## src/logic/mmu_cfg.svh

```systemverilog
`ifndef MMU_CFG_SVH
`define MMU_CFG_SVH

// ------------------------------------------------------------
// address widths
// ------------------------------------------------------------
`define MMU_VA_WIDTH      32
`define MMU_PA_WIDTH      34

// ------------------------------------------------------------
// tlb geometry
// ------------------------------------------------------------
`define TLB_VPN_WIDTH     20
`define TLB_PTE_WIDTH     32
`define TLB_WAY_NUM       4
`define TLB_DEPTH         32     // sets per way.
`define TLB_IDX_WIDTH     5      // vpn[14:10].
`define TLB_TAG_WIDTH     15     // vpn[19:15] plus vpn0.

// ------------------------------------------------------------
// page walk
// ------------------------------------------------------------
`define MMU_WALK_TIMEOUT  64     // wait cycles per memory read.

`endif

```

## src/logic/mmu_pkg.sv

```systemverilog
`include "mmu_cfg.svh"

package mmu_pkg;

    typedef struct packed {
        logic [11:0] ppn1;
        logic [9:0]  ppn0;
        logic [1:0]  rsw;
        logic        d;
        logic        a;
        logic        g;
        logic        u;
        logic        x;
        logic        w;
        logic        r;
        logic        v;
    } pte_t;

    typedef logic [`TLB_TAG_WIDTH-1:0] tlb_tag_t;

    // 0 is the victim, all ones the most recent.
    typedef logic [$clog2(`TLB_WAY_NUM)-1:0] tlb_ord_t;

    typedef enum logic [2:0] {
        XS_IDLE,
        XS_LOOKUP,
        XS_WALK_L1,
        XS_WALK_L0,
        XS_REFILL,
        XS_DONE
    } xlate_state_e;

    function automatic logic is_leaf(pte_t p);
        return p.r | p.x;
    endfunction

endpackage

```

## src/logic/xlate_ctrl.sv

```systemverilog
`include "mmu_cfg.svh"

module xlate_ctrl (
    input  logic                        clk,
    input  logic                        rstn,

    input  logic                        req,
    input  logic [`MMU_VA_WIDTH-1:0]    vaddr,
    input  logic [`MMU_PA_WIDTH-13:0]   ptbr,
    output logic                        busy,
    output logic                        done,
    output logic                        fault,
    output logic [`MMU_PA_WIDTH-1:0]    paddr,

    output logic                        mem_rd,
    output logic [`MMU_PA_WIDTH-1:0]    mem_addr,
    input  logic                        mem_rvalid,
    input  mmu_pkg::pte_t               mem_rdata,

    output logic                        tlb_cs,
    output logic                        tlb_we,
    output logic [`TLB_VPN_WIDTH-1:0]   tlb_vpn,
    output logic                        tlb_spage,
    output mmu_pkg::pte_t               tlb_pte_in,
    input  logic                        tlb_hit,
    input  mmu_pkg::pte_t               tlb_pte,

    output logic                        timer_run,
    input  logic                        timer_expired
);

    import mmu_pkg::*;

    xlate_state_e             state;
    logic [`MMU_VA_WIDTH-1:0] vaddr_q;
    pte_t                     pte_q;
    logic                     spage_q;
    logic                     refill_rd;   // second refill cycle re-reads.
    logic                     pte_inv;
    logic                     pte_leaf;
    logic                     pte_misal;

    assign pte_inv   = !mem_rdata.v;
    assign pte_leaf  = is_leaf(mem_rdata);
    assign pte_misal = pte_leaf && (mem_rdata.ppn0 != '0);

    assign busy      = (state != XS_IDLE) && (state != XS_DONE);
    assign timer_run = (state == XS_WALK_L1 || state == XS_WALK_L0) && !mem_rd;

    // ------------------------------------------------------------
    // tlb port
    // ------------------------------------------------------------
    assign tlb_cs     = (state == XS_IDLE && req) || state == XS_REFILL;
    assign tlb_we     = (state == XS_REFILL) && !refill_rd;
    assign tlb_vpn    = (state == XS_IDLE) ? vaddr[31:12] : vaddr_q[31:12];
    assign tlb_spage  = spage_q && tlb_we;
    assign tlb_pte_in = pte_q;

    // ------------------------------------------------------------
    // state machine
    // ------------------------------------------------------------
    always_ff @(posedge clk or negedge rstn) begin
        if (!rstn) begin
            state     <= XS_IDLE;
            done      <= 1'b0;
            fault     <= 1'b0;
            mem_rd    <= 1'b0;
            spage_q   <= 1'b0;
            refill_rd <= 1'b0;
        end
        else begin
            done   <= 1'b0;
            fault  <= 1'b0;
            mem_rd <= 1'b0;
            case (state)
                XS_IDLE: begin
                    if (req) begin
                        state <= XS_LOOKUP;
                    end
                end
                XS_LOOKUP: begin
                    if (tlb_hit) begin
                        state <= XS_DONE;
                        done  <= 1'b1;
                    end
                    else begin
                        state  <= XS_WALK_L1;
                        mem_rd <= 1'b1;
                    end
                end
                XS_WALK_L1: begin
                    if (mem_rvalid) begin
                        if (pte_inv || pte_misal) begin
                            state <= XS_DONE;
                            done  <= 1'b1;
                            fault <= 1'b1;
                        end
                        else if (pte_leaf) begin
                            state   <= XS_REFILL;
                            spage_q <= 1'b1;           // 4 MiB page.
                        end
                        else begin
                            state  <= XS_WALK_L0;
                            mem_rd <= 1'b1;
                        end
                    end
                    else if (timer_expired) begin
                        state <= XS_DONE;
                        done  <= 1'b1;
                        fault <= 1'b1;
                    end
                end
                XS_WALK_L0: begin
                    if (mem_rvalid) begin
                        if (pte_inv || !pte_leaf) begin
                            state <= XS_DONE;
                            done  <= 1'b1;
                            fault <= 1'b1;
                        end
                        else begin
                            state   <= XS_REFILL;
                            spage_q <= 1'b0;
                        end
                    end
                    else if (timer_expired) begin
                        state <= XS_DONE;
                        done  <= 1'b1;
                        fault <= 1'b1;
                    end
                end
                XS_REFILL: begin
                    refill_rd <= !refill_rd;
                    if (refill_rd) begin
                        state <= XS_LOOKUP;
                    end
                end
                XS_DONE: begin
                    state <= XS_IDLE;
                end
                default: begin
                    state <= XS_IDLE;
                end
            endcase
        end
    end

    // ------------------------------------------------------------
    // addresses and data
    // ------------------------------------------------------------
    always_ff @(posedge clk) begin
        if (state == XS_IDLE && req) begin
            vaddr_q <= vaddr;
        end
        if (state == XS_LOOKUP) begin
            if (tlb_hit) begin
                paddr <= {tlb_pte.ppn1, tlb_pte.ppn0, vaddr_q[11:0]};
            end
            else begin
                mem_addr <= {ptbr, vaddr_q[31:22], 2'b00};   // root table, vpn1.
            end
        end
        if (state == XS_WALK_L1 && mem_rvalid) begin
            mem_addr <= {mem_rdata.ppn1, mem_rdata.ppn0, vaddr_q[21:12], 2'b00};
        end
        if ((state == XS_WALK_L1 || state == XS_WALK_L0) && mem_rvalid) begin
            pte_q <= mem_rdata;
        end
    end

endmodule

```

## config.mk

```make
export PLATFORM = sky130hd
export DESIGN_NAME = xlate_ctrl
export DESIGN_NICKNAME = d
export VERILOG_FILES = /design/src/logic/mmu_pkg.sv /design/src/logic/xlate_ctrl.sv
export VERILOG_INCLUDE_DIRS = /design/src /design/src/logic
export SDC_FILE = /design/constraint.sdc
export NUM_CORES = 1
export LEC_CHECK = 0
export ABC_AREA = 1
export BUFFER_PORTS_ARGS = -buffer_cell sky130_fd_sc_hd__buf_2
export CAP_MARGIN = 20
export CORE_MARGIN = 4
export CORE_UTILIZATION = 49
export CTS_CLUSTER_DIAMETER = 60
export DETAILED_ROUTE_END_ITERATION = 8
export PLACE_DENSITY = 0.84
export SLEW_MARGIN = 40
export SYNTH_ARGS = -nofsm -noshare
export SYNTH_HDL_FRONTEND = slang
export SYNTH_SLANG_ARGS = --single-unit
export TNS_END_PERCENT = 1
```

## constraint.sdc

```tcl
create_clock -name clk -period 4.4 [get_ports clk]
set_input_delay 0.22 -clock clk [delete_from_list [all_inputs] [get_ports clk]]
set_output_delay 0.22 -clock clk [all_outputs]
set_load 0.01 [all_outputs]
```

Word level (Yosys, flattened, before mapping)

Cells that the tools add are included.

Bits of input ports: 124
Register bits: 138
Word-level logic and storage cells: 92
Output and inout bits: 128

Reduce and logical (&&, ||, !) cells: 25
Equal/unequal tests: 13
Bitwise logic cells: 1
Muxes and demuxes: 33

Operators with widths:

| kind                                                                     | count |
|---|---|
| 34-bit 2-to-1 mux                                                        | 3 |
| 3-bit 2-to-1 mux                                                         | 8 |
| 20-bit 2-to-1 mux                                                        | 1 |
| 1-bit 2-to-1 mux                                                         | 16 |
| 3-bit one-hot mux with 5 select lines                                    | 1 |
| 2-bit inequality test (second input constant)                            | 7 |
| 10-bit nonzero test                                                      | 1 |
| 1-bit logical AND                                                        | 8 |
| 3-bit by 2-bit == test with 1-bit output (second input constant)         | 2 |
| 1-bit one-hot mux with 2 select lines                                    | 3 |
| 2-bit AND reduction                                                      | 3 |
| 6-bit AND reduction                                                      | 1 |
| 1-bit zero test                                                          | 4 |
| 1-bit logical OR                                                         | 4 |
| 2-bit nonzero test                                                       | 2 |
| 3-bit by 1-bit == test with 1-bit output (second input constant)         | 1 |
| 3-bit == test (second input constant)                                    | 1 |
| 3-bit zero test                                                          | 1 |
| 3-bit inequality test (second input constant)                            | 1 |
| 1-bit one-hot mux with 3 select lines                                    | 1 |
| 3-bit nonzero test                                                       | 1 |
| 2-bit by 1-bit inequality test with 1-bit output (second input constant) | 1 |
| 1-bit OR                                                                 | 1 |

Logic depth before layout (Yosys ltp)

Depth in word-level cells: 6
Mapped depth: 9
Gate-level depth less buffers: 9

Worst setup path after synthesis

Ideal clock, no wire load.

Kind: reg-to-reg
Start: reg state[0]
End: reg vaddr_q[0], enable pin
Path slack: 1.671 ns
Required time: 3.979 ns
Arrival: 2.308 ns
Stages on the path, launching flop included: 5
Path buffers: 1
Library setup time: 0.421 ns
Period minus slack after synthesis: 2.729 ns
Cells stage by stage: dfrtp_1 > nor2_2 > nand2_1 > clkbuf_1 > nor2_1

Longest elaborated chain between the ends: 2

RTL lines:

| what                     | RTL line          | RTL |
|---|---|---|
| start: declaration       | xlate_ctrl.sv:34  | `xlate_state_e state;` |
| start signal: assignment | xlate_ctrl.sv:64  | `state <= XS_IDLE;` |
| start signal: assignment | xlate_ctrl.sv:78  | `state <= XS_LOOKUP;` |
| start signal: assignment | xlate_ctrl.sv:83  | `state <= XS_DONE;` |
| 3-bit zero test          | xlate_ctrl.sv:151 | `if (state == XS_IDLE && req) begin` |
| 1-bit logical AND        | xlate_ctrl.sv:151 |  |
| end signal: assignment   | xlate_ctrl.sv:152 | `vaddr_q <= vaddr;` |
| end: declaration         | xlate_ctrl.sv:35  | `` logic [`MMU_VA_WIDTH-1:0] vaddr_q; `` |

Every way passes these cells.
A chain may end at the register's enable or synchronous reset.

Worst setup path in the final report

Start: reg state[0]
End: out tlb_vpn[6]

Longest elaborated chain between the ends: 2

RTL lines:

| what              | RTL line         | RTL |
|---|---|---|
| 3-bit zero test   | xlate_ctrl.sv:55 | `assign tlb_vpn = (state == XS_IDLE) ? vaddr[31:12] : vaddr_q[31:12];` |
| 20-bit 2-to-1 mux | xlate_ctrl.sv:55 |  |
| end: declaration  | xlate_ctrl.sv:22 | `` output logic [`TLB_VPN_WIDTH-1:0] tlb_vpn, `` |

Every way passes these cells.

==> summary.txt <==
Die
  – Die area: 12300 um^2
  – Core area: 10300 um^2
  – I/O pins: 252
  – Die H: 111 um
  – Die span in x: 111 um
  – Initial Utilization: 50.1%
  – Num rows: 37

Layout
  – Fillers: 549
  – Final Util: 78.9%
  – Final net count: 799
  – Most common cell after layout, fill and taps aside: buf_2
  – Commonest non-fill, non-tap cells in the layout: buf_2 (239), edfxtp_1 (130), dlygate4sd3_1 (100)
  – Layout cell share with drive strength beyond 1: 44.4%
  – Cell area after layout: 8140 um^2
  – Number of diodes: 0
  – Finished Layout Cells: 823
  – Syn-to-layout area delta: 57.4%

Worst setup path
  – R2R cell count: 5
  – Critical Path Start Type: register
  – Worst Path Max Fanout: 29
  – Worst Path Buf+Inv: 2
  – Worst path top cell family by delay: simple AND/OR/NAND/NOR gates
  – Slowest CP cell: dfrtp_1
  – Critical Path End Type: output pin
  – Worst Path Arrival: 2.39 ns
  – Worst endpoint required time: 4.18 ns
  – Critical Path Max Stage Delay: 0.46 ns
  – Most used cell, CP: nand2_1
  – Reg2Reg Launch Point: state[0]
  – R2r setup slk: 2.27 ns
  – Worst reg2reg endpoint: mem_addr[13]
  – Worst Setup Path Type: reg2out
  – CP cell instances: nor2_2, nand2_1, inv_2, nand2_1, o21ai_0, buf_2

Global route
  – Total grt overflow: 0
  – GRT Total Usage: 26.5%
  – Largest net degree at the start of global routing: 41
  – First-pass GRT wire length: 24.5 mm
  – Initial antenna violation count: 0
  – Number of global-route vias before repair: 4384

Power
  – Worst VDD drop: 0.378 mV
  – Final Total Pwr: 4.49 mW
  – PwrDens: 551 nW/um^2
  – Pleak: 3.62 nW

STA
  – Max Transition Viols Final: 0
  – Setup TNS Final: 0 ns
  – Maximum clock frequency: 0.383 GHz
  – Tcrit/Tclk final: 59.4%
  – Hold Slack: 0.0183 ns
  – Max_slew headroom: 58.4%
  – Final setup vio count: 0
  – Slew of the pin with the lowest slew margin: 0.623 ns
  – Min cycle time layout: 2.61 ns
  – Endpoints failing hold: 0
  – Final WS setup: 1.79 ns
  – Unrepaired setup endpoints after global routing: false
  – Clk_skew: 0.00716 ns

Clock tree
  – Post-CTS Setup Inserts: 0
  – Clock input transition at the sequential cells of the worst setup and hold paths: 0.06 ns
  – Root buf cell: clkbuf_8
  – TritonCTS clock tree: built
  – Clock sinks: 138
  – TritonCTS Buffers: 17
  – H-tree lvl count: 4
  – Clk Latency, worst-skew pair: 0.51 ns
  – Max clock buf depth: 2
  – CTS Hold Bufs: 100
  – Post-CTS resize count: 0

Hold path
  – Hold Path Class: in2reg
  – Hold Crit Depth: 2
  – WHS Endpoint: mem_addr[33]
  – Hold path startpoint: ptbr[21]

Synthesis
  – Ys Warns: 0
  – Mapped Area: 5170 um^2
  – Cell taking the most area after synthesis: edfxtp_1
  – Sequential cell area fraction in the yosys report: 79.4%
  – Distinct cells, synth: 24
  – Syn avg cell area: 16.2 um^2
  – Flop and latch count out of synthesis: 138
  – Synth Instances: 320
  – Synth top area share: 75.5%
  – Top post-synthesis cells by area: edfxtp_1 (75%), mux2_4 (6.7%), nand2_1 (5.2%), dfrtp_1 (3.9%), o21ai_0 (1.8%)

Place
  – Dpl ws: 2.25 ns
  – DP Cell Count: 692
  – RD Place Congestion: 0.899
  – Placed Area: 6570 um^2
  – Port bufs: 239
  – Post-detail-place hpwl: 9.71 mm

Route
  – Drt wl/cell: 19.4 um
  – Remaining DRCs: 0
  – Antenna-violating nets left: 0
  – DR vias/cell: 4.89
  – Via count: 4026
  – Drt total wl: 15.9 mm
  – DRT iter0 DRCs: 222
  – DR pass1 iterations: 6

Run status
  – Status: finished clean

Run
  – Max-cap violations: 0
-- power breakdown --
part,internal (mW),total [mW],switching (mW)
registers,1.79,1.89,0.109
logic,0.467,1.22,0.754
clock network,0.857,1.37,0.517
-- worst register-to-register path, stage by stage (launching register included) --
cell and delay [ns]:
dfrtp_1 0.47, inv_1 0.13, nor2_1 0.18, nand3_1 0.13
nand2_1 0.48, buf_4 0.40
-- metal layers --
| metal | global-route usage, % | routed length, um |
|---|---|---|
| met1 | 27.5 | 5440 |
| met3 | 8.57 | 1280 |
| met2 | 47.6 | 8550 |
| met5 | 0 | 0 |
| met4 | 13.5 | 672 |
-- cells by family after synthesis --
kind of cell           after synthesis  share of synthesized area [%]
DFF                                138                           79.4
and+or+nand+nor                     99                           7.79
muxes                               24                           6.90
other                                1                         0.0725
buffers and inverters               31                           3.07
AOI/OAI and AO/OA                   27                           2.81
-- flip-flops by register name, summed over array words and instances (netlist names) --
signal / count
done: 1
fault: 1
mem_addr: 32
mem_rd: 1
paddr: 34
refill_rd: 1
spage_q: 1
state: 3
tlb_pte_in: 32
vaddr_q: 32
-- Yosys cell counts (all sizes together) --
cell    number
conb         1
nand2       73
edfxtp     130
clkbuf       2
o21ai       19
o21bai       2
nor2        20
a21oi        4
o31ai        1
mux2        24
buf          8
dfrtp        8
nand3        5
nor4         1
o211ai       1
inv         21
-- area by class of cell --
class	instances	area, um^2	area share, %
Clock buffer	19	422	5.18
Clock inverter	12	149	1.83
Inverter	21	78.8	0.968
Multi-Input combinational cell	152	927	11.4
Sequential cell	138	4100	50.4
Tap cell	136	170	2.09
Timing Repair Buffer	345	2290	28.1
-- worst max-delay path by stage --
stage / startpoint / end / slack (ns) / cells past startpoint
after detailed placement: state[0] / mem_addr[15] / 2.25 / 5
after floorplan: state[0] / vaddr_q[0] / 1.67 / 4
after CTS: state[0] / tlb_vpn[3] / 1.84 / 6
after global routing: state[0] / tlb_vpn[4] / 1.54 / 6
final: state[0] / tlb_vpn[6] / 1.79 / 6
after global placement: state[0] / mem_addr[15] / 2.29 / 5
Power figures use the tool's default switching activity.
