===== src/logic/mmu_cfg.svh =====
`ifndef MMU_CFG_SVH
`define MMU_CFG_SVH

// ------------------------------------------------------------
// address widths
// ------------------------------------------------------------
`define MMU_VA_WIDTH      32
`define MMU_PA_WIDTH      34

// ------------------------------------------------------------
// tlb geometry
// ------------------------------------------------------------
`define TLB_VPN_WIDTH     20
`define TLB_PTE_WIDTH     32
`define TLB_WAY_NUM       4
`define TLB_DEPTH         32     // sets per way.
`define TLB_IDX_WIDTH     5      // vpn[14:10].
`define TLB_TAG_WIDTH     15     // vpn[19:15] plus vpn0.

// ------------------------------------------------------------
// page walk
// ------------------------------------------------------------
`define MMU_WALK_TIMEOUT  64     // wait cycles per memory read.

`endif


===== src/logic/walk_timer.sv =====
`include "mmu_cfg.svh"

module walk_timer (
    input  logic clk,
    input  logic rstn,
    input  logic run,
    output logic expired
);

    logic [$clog2(`MMU_WALK_TIMEOUT+1)-1:0] cnt;

    assign expired = (cnt == `MMU_WALK_TIMEOUT);

    // saturates at the timeout.
    always_ff @(posedge clk or negedge rstn) begin
        if (!rstn) begin
            cnt <= '0;
        end
        else if (!run) begin
            cnt <= '0;            // new request, full budget.
        end
        else if (!expired) begin
            cnt <= cnt + 1'b1;
        end
    end

endmodule


===== config.mk =====
export PLATFORM = sky130hd
export DESIGN_NAME = walk_timer
export DESIGN_NICKNAME = d
export VERILOG_FILES = /design/src/logic/walk_timer.sv
export VERILOG_INCLUDE_DIRS = /design/src /design/src/logic
export SDC_FILE = /design/constraint.sdc
export NUM_CORES = 1
export LEC_CHECK = 0
export ABC_AREA = 0
export BUFFER_PORTS_ARGS = -buffer_cell sky130_fd_sc_hd__buf_2
export CAP_MARGIN = 15
export CORE_AREA = 8 8 45 47
export DETAILED_ROUTE_END_ITERATION = 8
export DIE_AREA = 0 0 53 55
export GPL_ROUTABILITY_DRIVEN = 0
export PLACE_DENSITY = 0.49
export REMOVE_ABC_BUFFERS = 1
export SYNTH_ARGS = -nofsm -noshare
export SYNTH_HDL_FRONTEND = slang
export SYNTH_SLANG_ARGS = --single-unit
export TNS_END_PERCENT = 10

===== constraint.sdc =====
create_clock -name clk -period 2.25 [get_ports clk]
set_clock_uncertainty 0.1 [all_clocks]
set_input_delay 0.1125 -clock clk [delete_from_list [all_inputs] [get_ports clk]]
set_output_delay 0.1125 -clock clk [all_outputs]
set_load 0.005 [all_outputs]

# After elaboration in Yosys (flattened, before gate mapping)
# Index checks and enable logic that the tools add are counted.
[totals]
output_inout_bits = 1
input_bits = 3
regBits = 7
wordCells = 6
[classes]
n_eq_ne = 2
n_mux = 2
n_addsub = 1
[op_table]
columns = ["operator", "n"]
rows = [
  ["$mux W7", 2],
  ["$add A7 B1 Y7 const B", 1],
  ["$eq A7 B7 Y1 const B", 1],
  ["$ne A2 B2 Y1 const B", 1],
]

# Logic depth before layout (Yosys ltp)
# Gate-level depths: netlist of the first run.
[logic_depth]
ltp_word = 3
ltp_mapped = 5
depth_no_buf = 4

# Least setup slack after synthesis of the first run
# No wires, ideal clock.
[synth_path]
path_type = "flip-flop to flip-flop"
start = "reg cnt[0]"
end = "reg cnt[6]"
synth_period_minus_slack_ps = 1394
arrival_ps = 1211
path_stages_with_launch = 5
setup_time_ps = 83
n_path_buf = 0
path_slack_ps = 856
cell_sequence = "dfrtp_1 -> ha_1 -> nand3_2 -> or4b_1 -> o21ai_0"
[synth_between]
elab_chain_cells = 3
[synth_rtl]
columns = ["item", "line", "text"]
rows = [
  ["start, declared", "walk_timer.sv:10", "logic [$clog2(`MMU_WALK_TIMEOUT+1)-1:0] cnt;"],
  ["start signal, assigned", "walk_timer.sv:23", "cnt <= cnt + 1'b1;"],
  ["$add A7 B1 Y7", "walk_timer.sv:23", ""],
  ["$mux W7", "walk_timer.sv:22", "else if (!expired) begin"],
  ["$mux W7", "walk_timer.sv:19", "else if (!run) begin"],
]
# Parallel ways exist; a longest one is shown, timed or not. The select of a mux whose other input is x is not followed.
# A chain may end at the register's enable or synchronous reset.

# Worst setup path after layout of the first run
[layout_path]
start = "reg cnt[4]"
end = "out expired"
[layout_between]
elab_chain_cells = 1
[layout_rtl]
columns = ["item", "line", "text"]
rows = [
  ["$eq A7 B7 Y1 (no source line)", "n/a", ""],
  ["end, declared", "walk_timer.sv:7", "output logic expired"],
]
# Every way passes these cells.

==> metrics.txt, run 1 <==
outcome finished clean; Initial Utilization 0.276; Layout Utilization 0.320; vias in the first global route about 260; unrepaired setup endpoints after global routing no; number of flip-flops in the largest register 7; power density over cell area 606 nW/µm²; Ports 4; cell area after synthesis 382 µm²; Slew @ Worst Pin 0.216 ns; Syn Area/Cell roughly 9.5 µm²; NumNets Final 52; startpoint types flip-flop; final hold violation count 0; drt initial violations 2; routed len/inst 11.7 µm; htree depth 1; DRC 0; Worst Setup End Kind primary output; largest register by flop count cnt; # port buffers 3; DIE AREA between 2000 and 3000 µm²; min-delay worst type input pin to flip-flop; largest net degree at the start of global routing 13; Post-CTS Setup Bufs 0; Slew Limit Fails 0; number of core rows 14; grt ovf 0; biggest regs cnt: 7 flops; Worst-Skew Late Latency 0.25 ns; Final Setup Violations 0; Die H 55 µm; Pleak 0.194 nW; Max Freq 630 MHz; CP arrival roughly 1.4 ns; Post-CTS Hold Fix Bufs 1; Die Wd roughly 53 µm; CTS resizes 0; fillers 149; Relative slew margins 0.856; Routed Antenna Nets 0; via count 279; initial antenna violation count 0; Max Root-Sink Buffers 2; Setup TNS 0 ns; Non-Filler Instances 62; Ant. Diodes 0; Worst VDD drop 212 µV; TritonCTS clock tree built; Cells after Synth 40; vias per cell roughly 4.5; first-pass GRT wire length between 1000 and 1500 µm; WHS 0.110 ns; Pre-antenna DRT Iters 3; core area 1380 µm²; share of cells above drive strength 1 0.152; Max-Cap Viols 0; placed cell count 57; Root Buffer Master clkbuf_4; YS warnings 0; Final min period 1.59 ns; register area share after synthesis 0.459; Crit Path Class flip-flop to primary output; crit-path max FO 4; Area Growth Syn to Fin 16.1%; Synth cell types 18; clock sink total 7; post-route clock period utilization 0.705; WL final between 700 and 800 µm; required time of the critical path 2.04 ns; clock-pin slew on the worst setup and hold paths 0.05 ns; synthesized flop and latch total 7; total CTS buffers 3; GRT Util Overall 0.0576
[report_power, final]
| group | leakage [nW] | switching (mW) | internal [mW] |
|---|---|---|---|
| combinational | 0.0841 | 0.0123 | 0.00929 |
| sequential | 0.0953 | 0.00528 | 0.131 |
| clock | 0.0150 | 0.0435 | 0.0675 |
[cells by family after synthesis]
family	count (synthesis)	share of synthesized area
buffers and inverters	4	0.0459
DFF	7	0.459
muxes	3	0.0787
AOI/OAI and AO/OA	2	0.0295
adders and majority gates	2	0.0656
and+or+nand+nor	20	0.275
xor gates and xnor gates	2	0.0459
[layer usage]
layer  vias to the layer above  routed length [µm]  track usage
met5                         -                   0            0
met3                         2                  32       0.0107
met1                       131                 362       0.0675
li1                        142                   -            -
met2                         4                 312       0.0762
met4                         0                  19       0.0776
[worst paths after layout]
path	start	to	slack, ns	cells after the start
max	cnt[4]	expired	0.66	3
min	run	cnt[5]	0.11	3
max reg2reg	cnt[1]	cnt[6]	0.73	4
min reg2reg	cnt[5]	cnt[5]	0.46	2
max in group asynchronous	rstn	cnt[0]	1.76	2
min in group asynchronous	rstn	cnt[4]	0.13	2
[synthesized netlist by cell type (all sizes together)]
library cell,count,area share
nor2,2,0.020
inv,2,0.020
nor4,1,0.016
ha,2,0.066
and3,1,0.016
nand3,2,0.039
buf,2,0.026
nand3b,1,0.020
nand2b,1,0.016
mux2i,3,0.079
o22ai,1,0.016
or4b,1,0.026
dfrtp,7,0.46
o21ai,1,0.013
xnor2,2,0.046
nand2,9,0.089
and2,2,0.033
[final cells by class]
cell class | count | area (µm²) | area share
Clock buffer | 4 | 26.3 | 0.0593
Sequential cell | 7 | 175 | 0.395
Tap cell | 16 | 20.0 | 0.0452
Multi-Input combinational cell | 29 | 189 | 0.427
Timing Repair Buffer | 4 | 25.0 | 0.0565
Inverter | 2 | 7.51 | 0.0169
[critical path, stage by stage (launching register included)]
cell and delay, ns:
dfrtp_1 0.41, nor4_1 0.25, and3_1 0.31, buf_2 0.16
[placed cells by master (no fill, tap or decap)]
master | Yosys | final
ha_1 | 2 | 2
mux2i_1 | 3 | 3
o21ai_0 | 1 | 1
nand2b_1 | 1 | 1
nor4_1 | 1 | 1
and3_1 | 1 | 1
clkbuf_1 | 0 | 1
nand3_1 | 1 | 1
nor2_1 | 2 | 2
and2_1 | 2 | 2
nand3b_1 | 1 | 1
or4b_1 | 1 | 1
clkbuf_4 | 0 | 3
inv_1 | 2 | 2
o22ai_1 | 1 | 1
nand2_1 | 9 | 9
nand3_2 | 1 | 1
buf_2 | 2 | 3
xnor2_1 | 2 | 2
dfrtp_1 | 7 | 7
dlygate4sd3_1 | 0 | 1
[stage by stage]
step | worst slack, ns | instance area (µm²) | power, mW
2_1_floorplan | 0.856 | 372 | 0.148
3_3_place_gp | 0.769 | 407 | 0.158
3_5_place_dp | 0.745 | 407 | 0.159
4_1_cts | 0.634 | 443 | 0.277
5_1_grt | 0.613 | 443 | 0.290
6_report | 0.663 | 443 | 0.269
Note: power is estimated with default switching activity, not from simulation.
==> run 2, diff against run 1 <==
Clock period 2.25 ns to 1.55 ns, I/O delays scaled along.
==> metrics.txt, run 2 (synthesis results as in run 1) <==
Worst-Skew Late Latency 0.25 ns (about the same); worst slack, placed 0.137 ns (-0.608 ns); Max Freq ~670 MHz; largest net degree at the start of global routing 13 (unchanged); CP delay by family, top flip-flops; worst-path cell chain buf_4 -> inv_1 -> ha_1 -> and3_2 -> buf_2; crit-path max FO 4 (unchanged); unrepaired setup endpoints after global routing yes; NumNets Final 57 (+9.6%); Final min period 1.50 ns; area of the multi-input gates 190 µm² (+0.66%); Area Growth Syn to Fin 26.2%; DIE AREA 2920 µm² (unchanged); Max-Cap Viols 0 (unchanged); via count 308 (+10%); largest register by flop count cnt; Pleak 0.220 nW (+13%); share of cells above drive strength 1 0.255 (+0.103); register area 175 µm² (unchanged); total CTS buffers 3 (unchanged); required time of the critical path 1.37 ns (-0.67 ns); clock sink total 7 (unchanged); Root Buffer Master clkbuf_4; clock-pin slew on the worst setup and hold paths 0.05 ns (about the same); vias in the first global route 268 (+2.7%); Routed Antenna Nets 0 (unchanged); Initial Utilization 0.276 (unchanged); worst path buffer plus inverter count 3 (+2); most frequent cells in the layout nand2_1, dfrtp_1, buf_4; largest stage delay on the critical path 0.34 ns (-0.07 ns); number of core rows 14 (unchanged); CP arrival 1.32 ns (-0.05 ns); Crit Path Class flip-flop to primary output; Worst Setup End Kind primary output; Final Setup Violations 0 (unchanged); Die H 55 µm (unchanged); startpoint types flip-flop; biggest regs cnt: 7 flops; drt initial violations 1 (-1); Max Root-Sink Buffers 2 (unchanged); final hold violation count 0 (unchanged); first-pass GRT wire length 1170 µm (+0.60%); routed len/inst 10.4 µm (-11%); Relative slew margins 0.866 (+0.0103); Layout Utilization 0.348 (+0.0280); Ports 4 (unchanged); Slew Limit Fails 0 (unchanged); GRT Util Overall 0.0576 (unchanged); outcome finished clean; power density over cell area 838 nW/µm² (+38%); Die Wd 53 µm (unchanged); TritonCTS clock tree built; post-route cell area 482 µm² (+8.8%); DRC 0 (unchanged); vias per cell 4.60 (+2.2%); number of flip-flops in the largest register 7 (unchanged); initial antenna violation count 0 (unchanged); htree depth 1 (unchanged); # port buffers 3 (unchanged); Worst VDD drop 434 µV (+100%); final worst slack 0.0493 ns (-0.614 ns); grt ovf 0 (unchanged); min-delay worst type input pin to flip-flop; Pre-antenna DRT Iters 2 (-1); core area 1380 µm² (unchanged); Area after DPL 422 µm² (+3.7%); commonest non-fill, non-tap cell in the layout nand2_1; Ant. Diodes 0 (unchanged); post-route clock period utilization 0.968; slowest stage cell, crit path dfrtp_1; WL final 700 µm (-3.7%); Slew @ Worst Pin 0.199 ns (-0.0173 ns); WHS 0.0635 ns (-0.0462 ns); fillers 141 (-5.4%)
==> run 2: where the power goes <==
group | internal, mW | switching, mW | total [mW]
sequential | 0.189 | 0.00497 | 0.194
clock | 0.0984 | 0.0701 | 0.168
combinational | 0.0196 | 0.0210 | 0.0406
total | 0.307 | 0.0960 | 0.403
==> run 2: cell type report <==
class                   instances  area share
multi-input cells              29       0.395
flip-flops and latches          7       0.364
repair buffers                  9       0.130
clock buffers                   4      0.0545
well taps                      16      0.0416
inverters                       2      0.0156
==> run 2: tightest hold or removal path, delay by kind of cell <==
kind / cells / cell delay (ns)
buf+inv: 1 / 0.16
simple gates: 1 / 0.07
compound gates: 1 / 0.06
==> run 2: metal layers <==
layer	track usage	share of wire
met1	0.0629	0.46
met4	0.0776	0.049
met5	0	0
met3	0.0134	0.054
met2	0.0801	0.43
==> run 2: what timing repair did <==
item,CTS,global route
gates resized for setup,1,0
pin swaps,0,2
setup endpoints to repair,1,1
hold buffers,1,0
hold endpoints to repair,7,0
buffers inserted,0,3
==> run 2: stage by stage <==
| step | setup TNS (ns) | total power, mW | cells |
|---|---|---|---|
| after floorplan | 0 | 0.215 | 38 |
| after global placement | 0 | 0.236 | 59 |
| after global routing | -0.0174 | 0.432 | 67 |
| after detailed placement | 0 | 0.237 | 59 |
| final | 0 | 0.403 | 67 |
| after CTS | 0 | 0.409 | 64 |
==> run 2: final timing paths <==
| kind | startpoint | end | slack, ns | depth (start not counted) |
|---|---|---|---|---|
| max reg2reg | cnt[1] | cnt[6] | 0.13 | 4 |
| max in group asynchronous | rstn | cnt[3] | 1.11 | 2 |
| max | cnt[0] | expired | 0.05 | 5 |
| min | run | cnt[6] | 0.06 | 3 |
| min reg2reg | cnt[6] | cnt[6] | 0.46 | 2 |
| min in group asynchronous | rstn | cnt[6] | 0.08 | 2 |
==> run 3, diff against run 2 <==
--- a/config.mk
+++ b/config.mk
@@ -11,4 +11,5 @@
 export CAP_MARGIN = 15
 export CORE_AREA = 8 8 45 47
+export CTS_BUF_LIST = sky130_fd_sc_hd__clkbuf_16
 export DETAILED_ROUTE_END_ITERATION = 8
 export DIE_AREA = 0 0 53 55
==> constraint.sdc (replaced) <==
create_clock -name clk -period 1.55 [get_ports clk]
set_clock_uncertainty 0.1 [all_clocks]
set_input_delay 0.31 -clock clk [delete_from_list [all_inputs] [get_ports clk]]
set_output_delay 0.31 -clock clk [all_outputs]
set_load 0.005 [all_outputs]
==> metrics.txt, run 3 (synthesis results as in run 1) <==
Final Setup Violations 1 (+1); min-delay worst type input pin to flip-flop; crit-path max FO 4 (unchanged); first-pass GRT wire length 1450 µm (+24%); Hold Path End cnt[6]; failing checks setup timing; startpoint types flip-flop; biggest regs cnt: 7 flops; Pleak 0.254 nW (+15%); Slew Limit Fails 0 (unchanged); largest register by flop count cnt; RR Startpoint cnt[1]; via count 312 (+1.3%); number of flip-flops in the largest register 7 (unchanged); reg-to-reg slack, setup 0.11 ns (-0.02 ns); Worst-Skew Late Latency 0.23 ns (-0.02 ns); WHS 0.325 ns (+0.261 ns); final worst slack -0.0636 ns (-0.113 ns); drt initial violations 2 (+1); unrepaired setup endpoints after global routing yes; GRT Util Overall 0.0745 (+0.0170); Initial Utilization 0.276 (unchanged); most frequent cells in the layout nand2_1, dfrtp_1, buf_4; largest net degree at the start of global routing 13 (unchanged); # port buffers 3 (unchanged); Max-Cap Viols 0 (unchanged); grt ovf 0 (unchanged); commonest non-fill, non-tap cell in the layout nand2_1; Routed Antenna Nets 0 (unchanged); Worst Hold Depth 3 (unchanged); Slew @ Worst Pin 0.186 ns (-0.0133 ns); Die H 55 µm (unchanged); Max Root-Sink Buffers 2 (unchanged); WL final 833 µm (+19%); Die Wd 53 µm (unchanged); hold_sp run; initial antenna violation count 0 (unchanged); DRC 0 (unchanged); htree depth 1 (unchanged); core area 1380 µm² (unchanged); Worst Setup End Kind primary output; worst reg2reg path endpoint cnt[6]; outcome complete, but fails checks; clock-pin slew on the worst setup and hold paths 0.04 ns (about the same); DIE AREA 2920 µm² (unchanged); required time of the critical path 1.14 ns (-0.23 ns); Root Buffer Master clkbuf_16; Setup TNS -0.0636 ns (-0.0636 ns); post-route clock period utilization 1.04 (+0.0728); Worst VDD drop 649 µV (+50%); Max Freq 620 MHz (-7.0%); Area Growth Syn to Fin 53.8%; power density over cell area 1170 nW/µm² (+39%); vias per cell 4.59 (-0.19%); total CTS buffers 3 (unchanged); CP arrival 1.20 ns (-0.12 ns); Pre-antenna DRT Iters 4 (+2); DP Wirelength slightly above 600 µm; share of cells above drive strength 1 0.346 (+0.0913); final hold violation count 0 (unchanged); Relative slew margins 0.875 (+0.00906); Ports 4 (unchanged); worst r2r path cells 5 (+1); worst slack, placed 0.0915 ns (-0.0452 ns); TritonCTS clock tree built; Crit Path Class flip-flop to primary output; Ant. Diodes 0 (unchanged); NumNets Final 58 (+1.8%); clock sink total 7 (unchanged); Final min period 1.61 ns (+0.113 ns); routed len/inst 12.3 µm (+17%); vias in the first global route 332 (+24%); number of core rows 14 (unchanged)
==> run 3: cell types whose count changed in the layout (fill, tap and decap cells not counted), sizes merged <==
cell,previous run,this run
clkbuf,4,3
inv,2,3
buf,8,9
==> run 3: critical path: stages, from the launching register on <==
cell,delay (ns)
dfrtp_1,0.43
inv_1,0.14
ha_4,0.14
and3_4,0.18
buf_6,0.09
==> run 3: routing by layer <==
layer	track usage	share of wire	wire length, µm
met5	0	0	0
met4	0.0905	0.052	43
met3	0.0374	0.070	58
met2	0.115	0.47	391
met1	0.0643	0.41	340
==> run 3: where the power goes <==
| part | total [mW] | internal, mW | switching [mW] |
|---|---|---|---|
| clock network | 0.430 | 0.335 | 0.0952 |
| registers | 0.199 | 0.190 | 0.00840 |
| logic | 0.0560 | 0.0294 | 0.0266 |
==> run 3: cell type report <==
cell class / instances / area, µm²
Tap cell: 16 / 20.0
Clock inverter: 1 / 3.75
Inverter: 2 / 7.51
Timing Repair Buffer: 10 / 80.1
Fill cell: 148 / 797
Sequential cell: 7 / 175
Clock buffer: 3 / 75.1
Multi-Input combinational cell: 29 / 225
==> run 3: worst max-delay path by stage <==
stage               startpoint      end  depth (start not counted)  slack (ns)
floorplan               cnt[0]   cnt[6]                          4        0.16
global placement        cnt[0]   cnt[6]                          4        0.09
detailed placement      cnt[0]   cnt[6]                          4        0.09
CTS                     cnt[3]  expired                          3       -0.06
global route            cnt[0]  expired                          4       -0.09
finish                  cnt[0]  expired                          4       -0.06
==> run 3: per-stage QoR <==
| stage | std cells | instance area, µm² | total power, mW | util |
|---|---|---|---|---|
| global route | 68 | 587 | 0.716 | 0.424 |
| detailed placement | 61 | 437 | 0.235 | 0.316 |
| global placement | 61 | 437 | 0.234 | 0.316 |
| CTS | 68 | 568 | 0.689 | 0.410 |
| floorplan | 38 | 372 | 0.215 | - |
| finish | 68 | 587 | 0.685 | 0.424 |
==> run 3: what timing repair did <==
action / CTS / global route
setup endpoints to repair: 1 / 2
gates cloned: 0 / 0
pin swaps: 1 / 1
gates resized for setup: 6 / 3
buffers inserted: 2 / 0
endpoints found under the hold margin: 7 / 0
hold buffers: 1 / 0
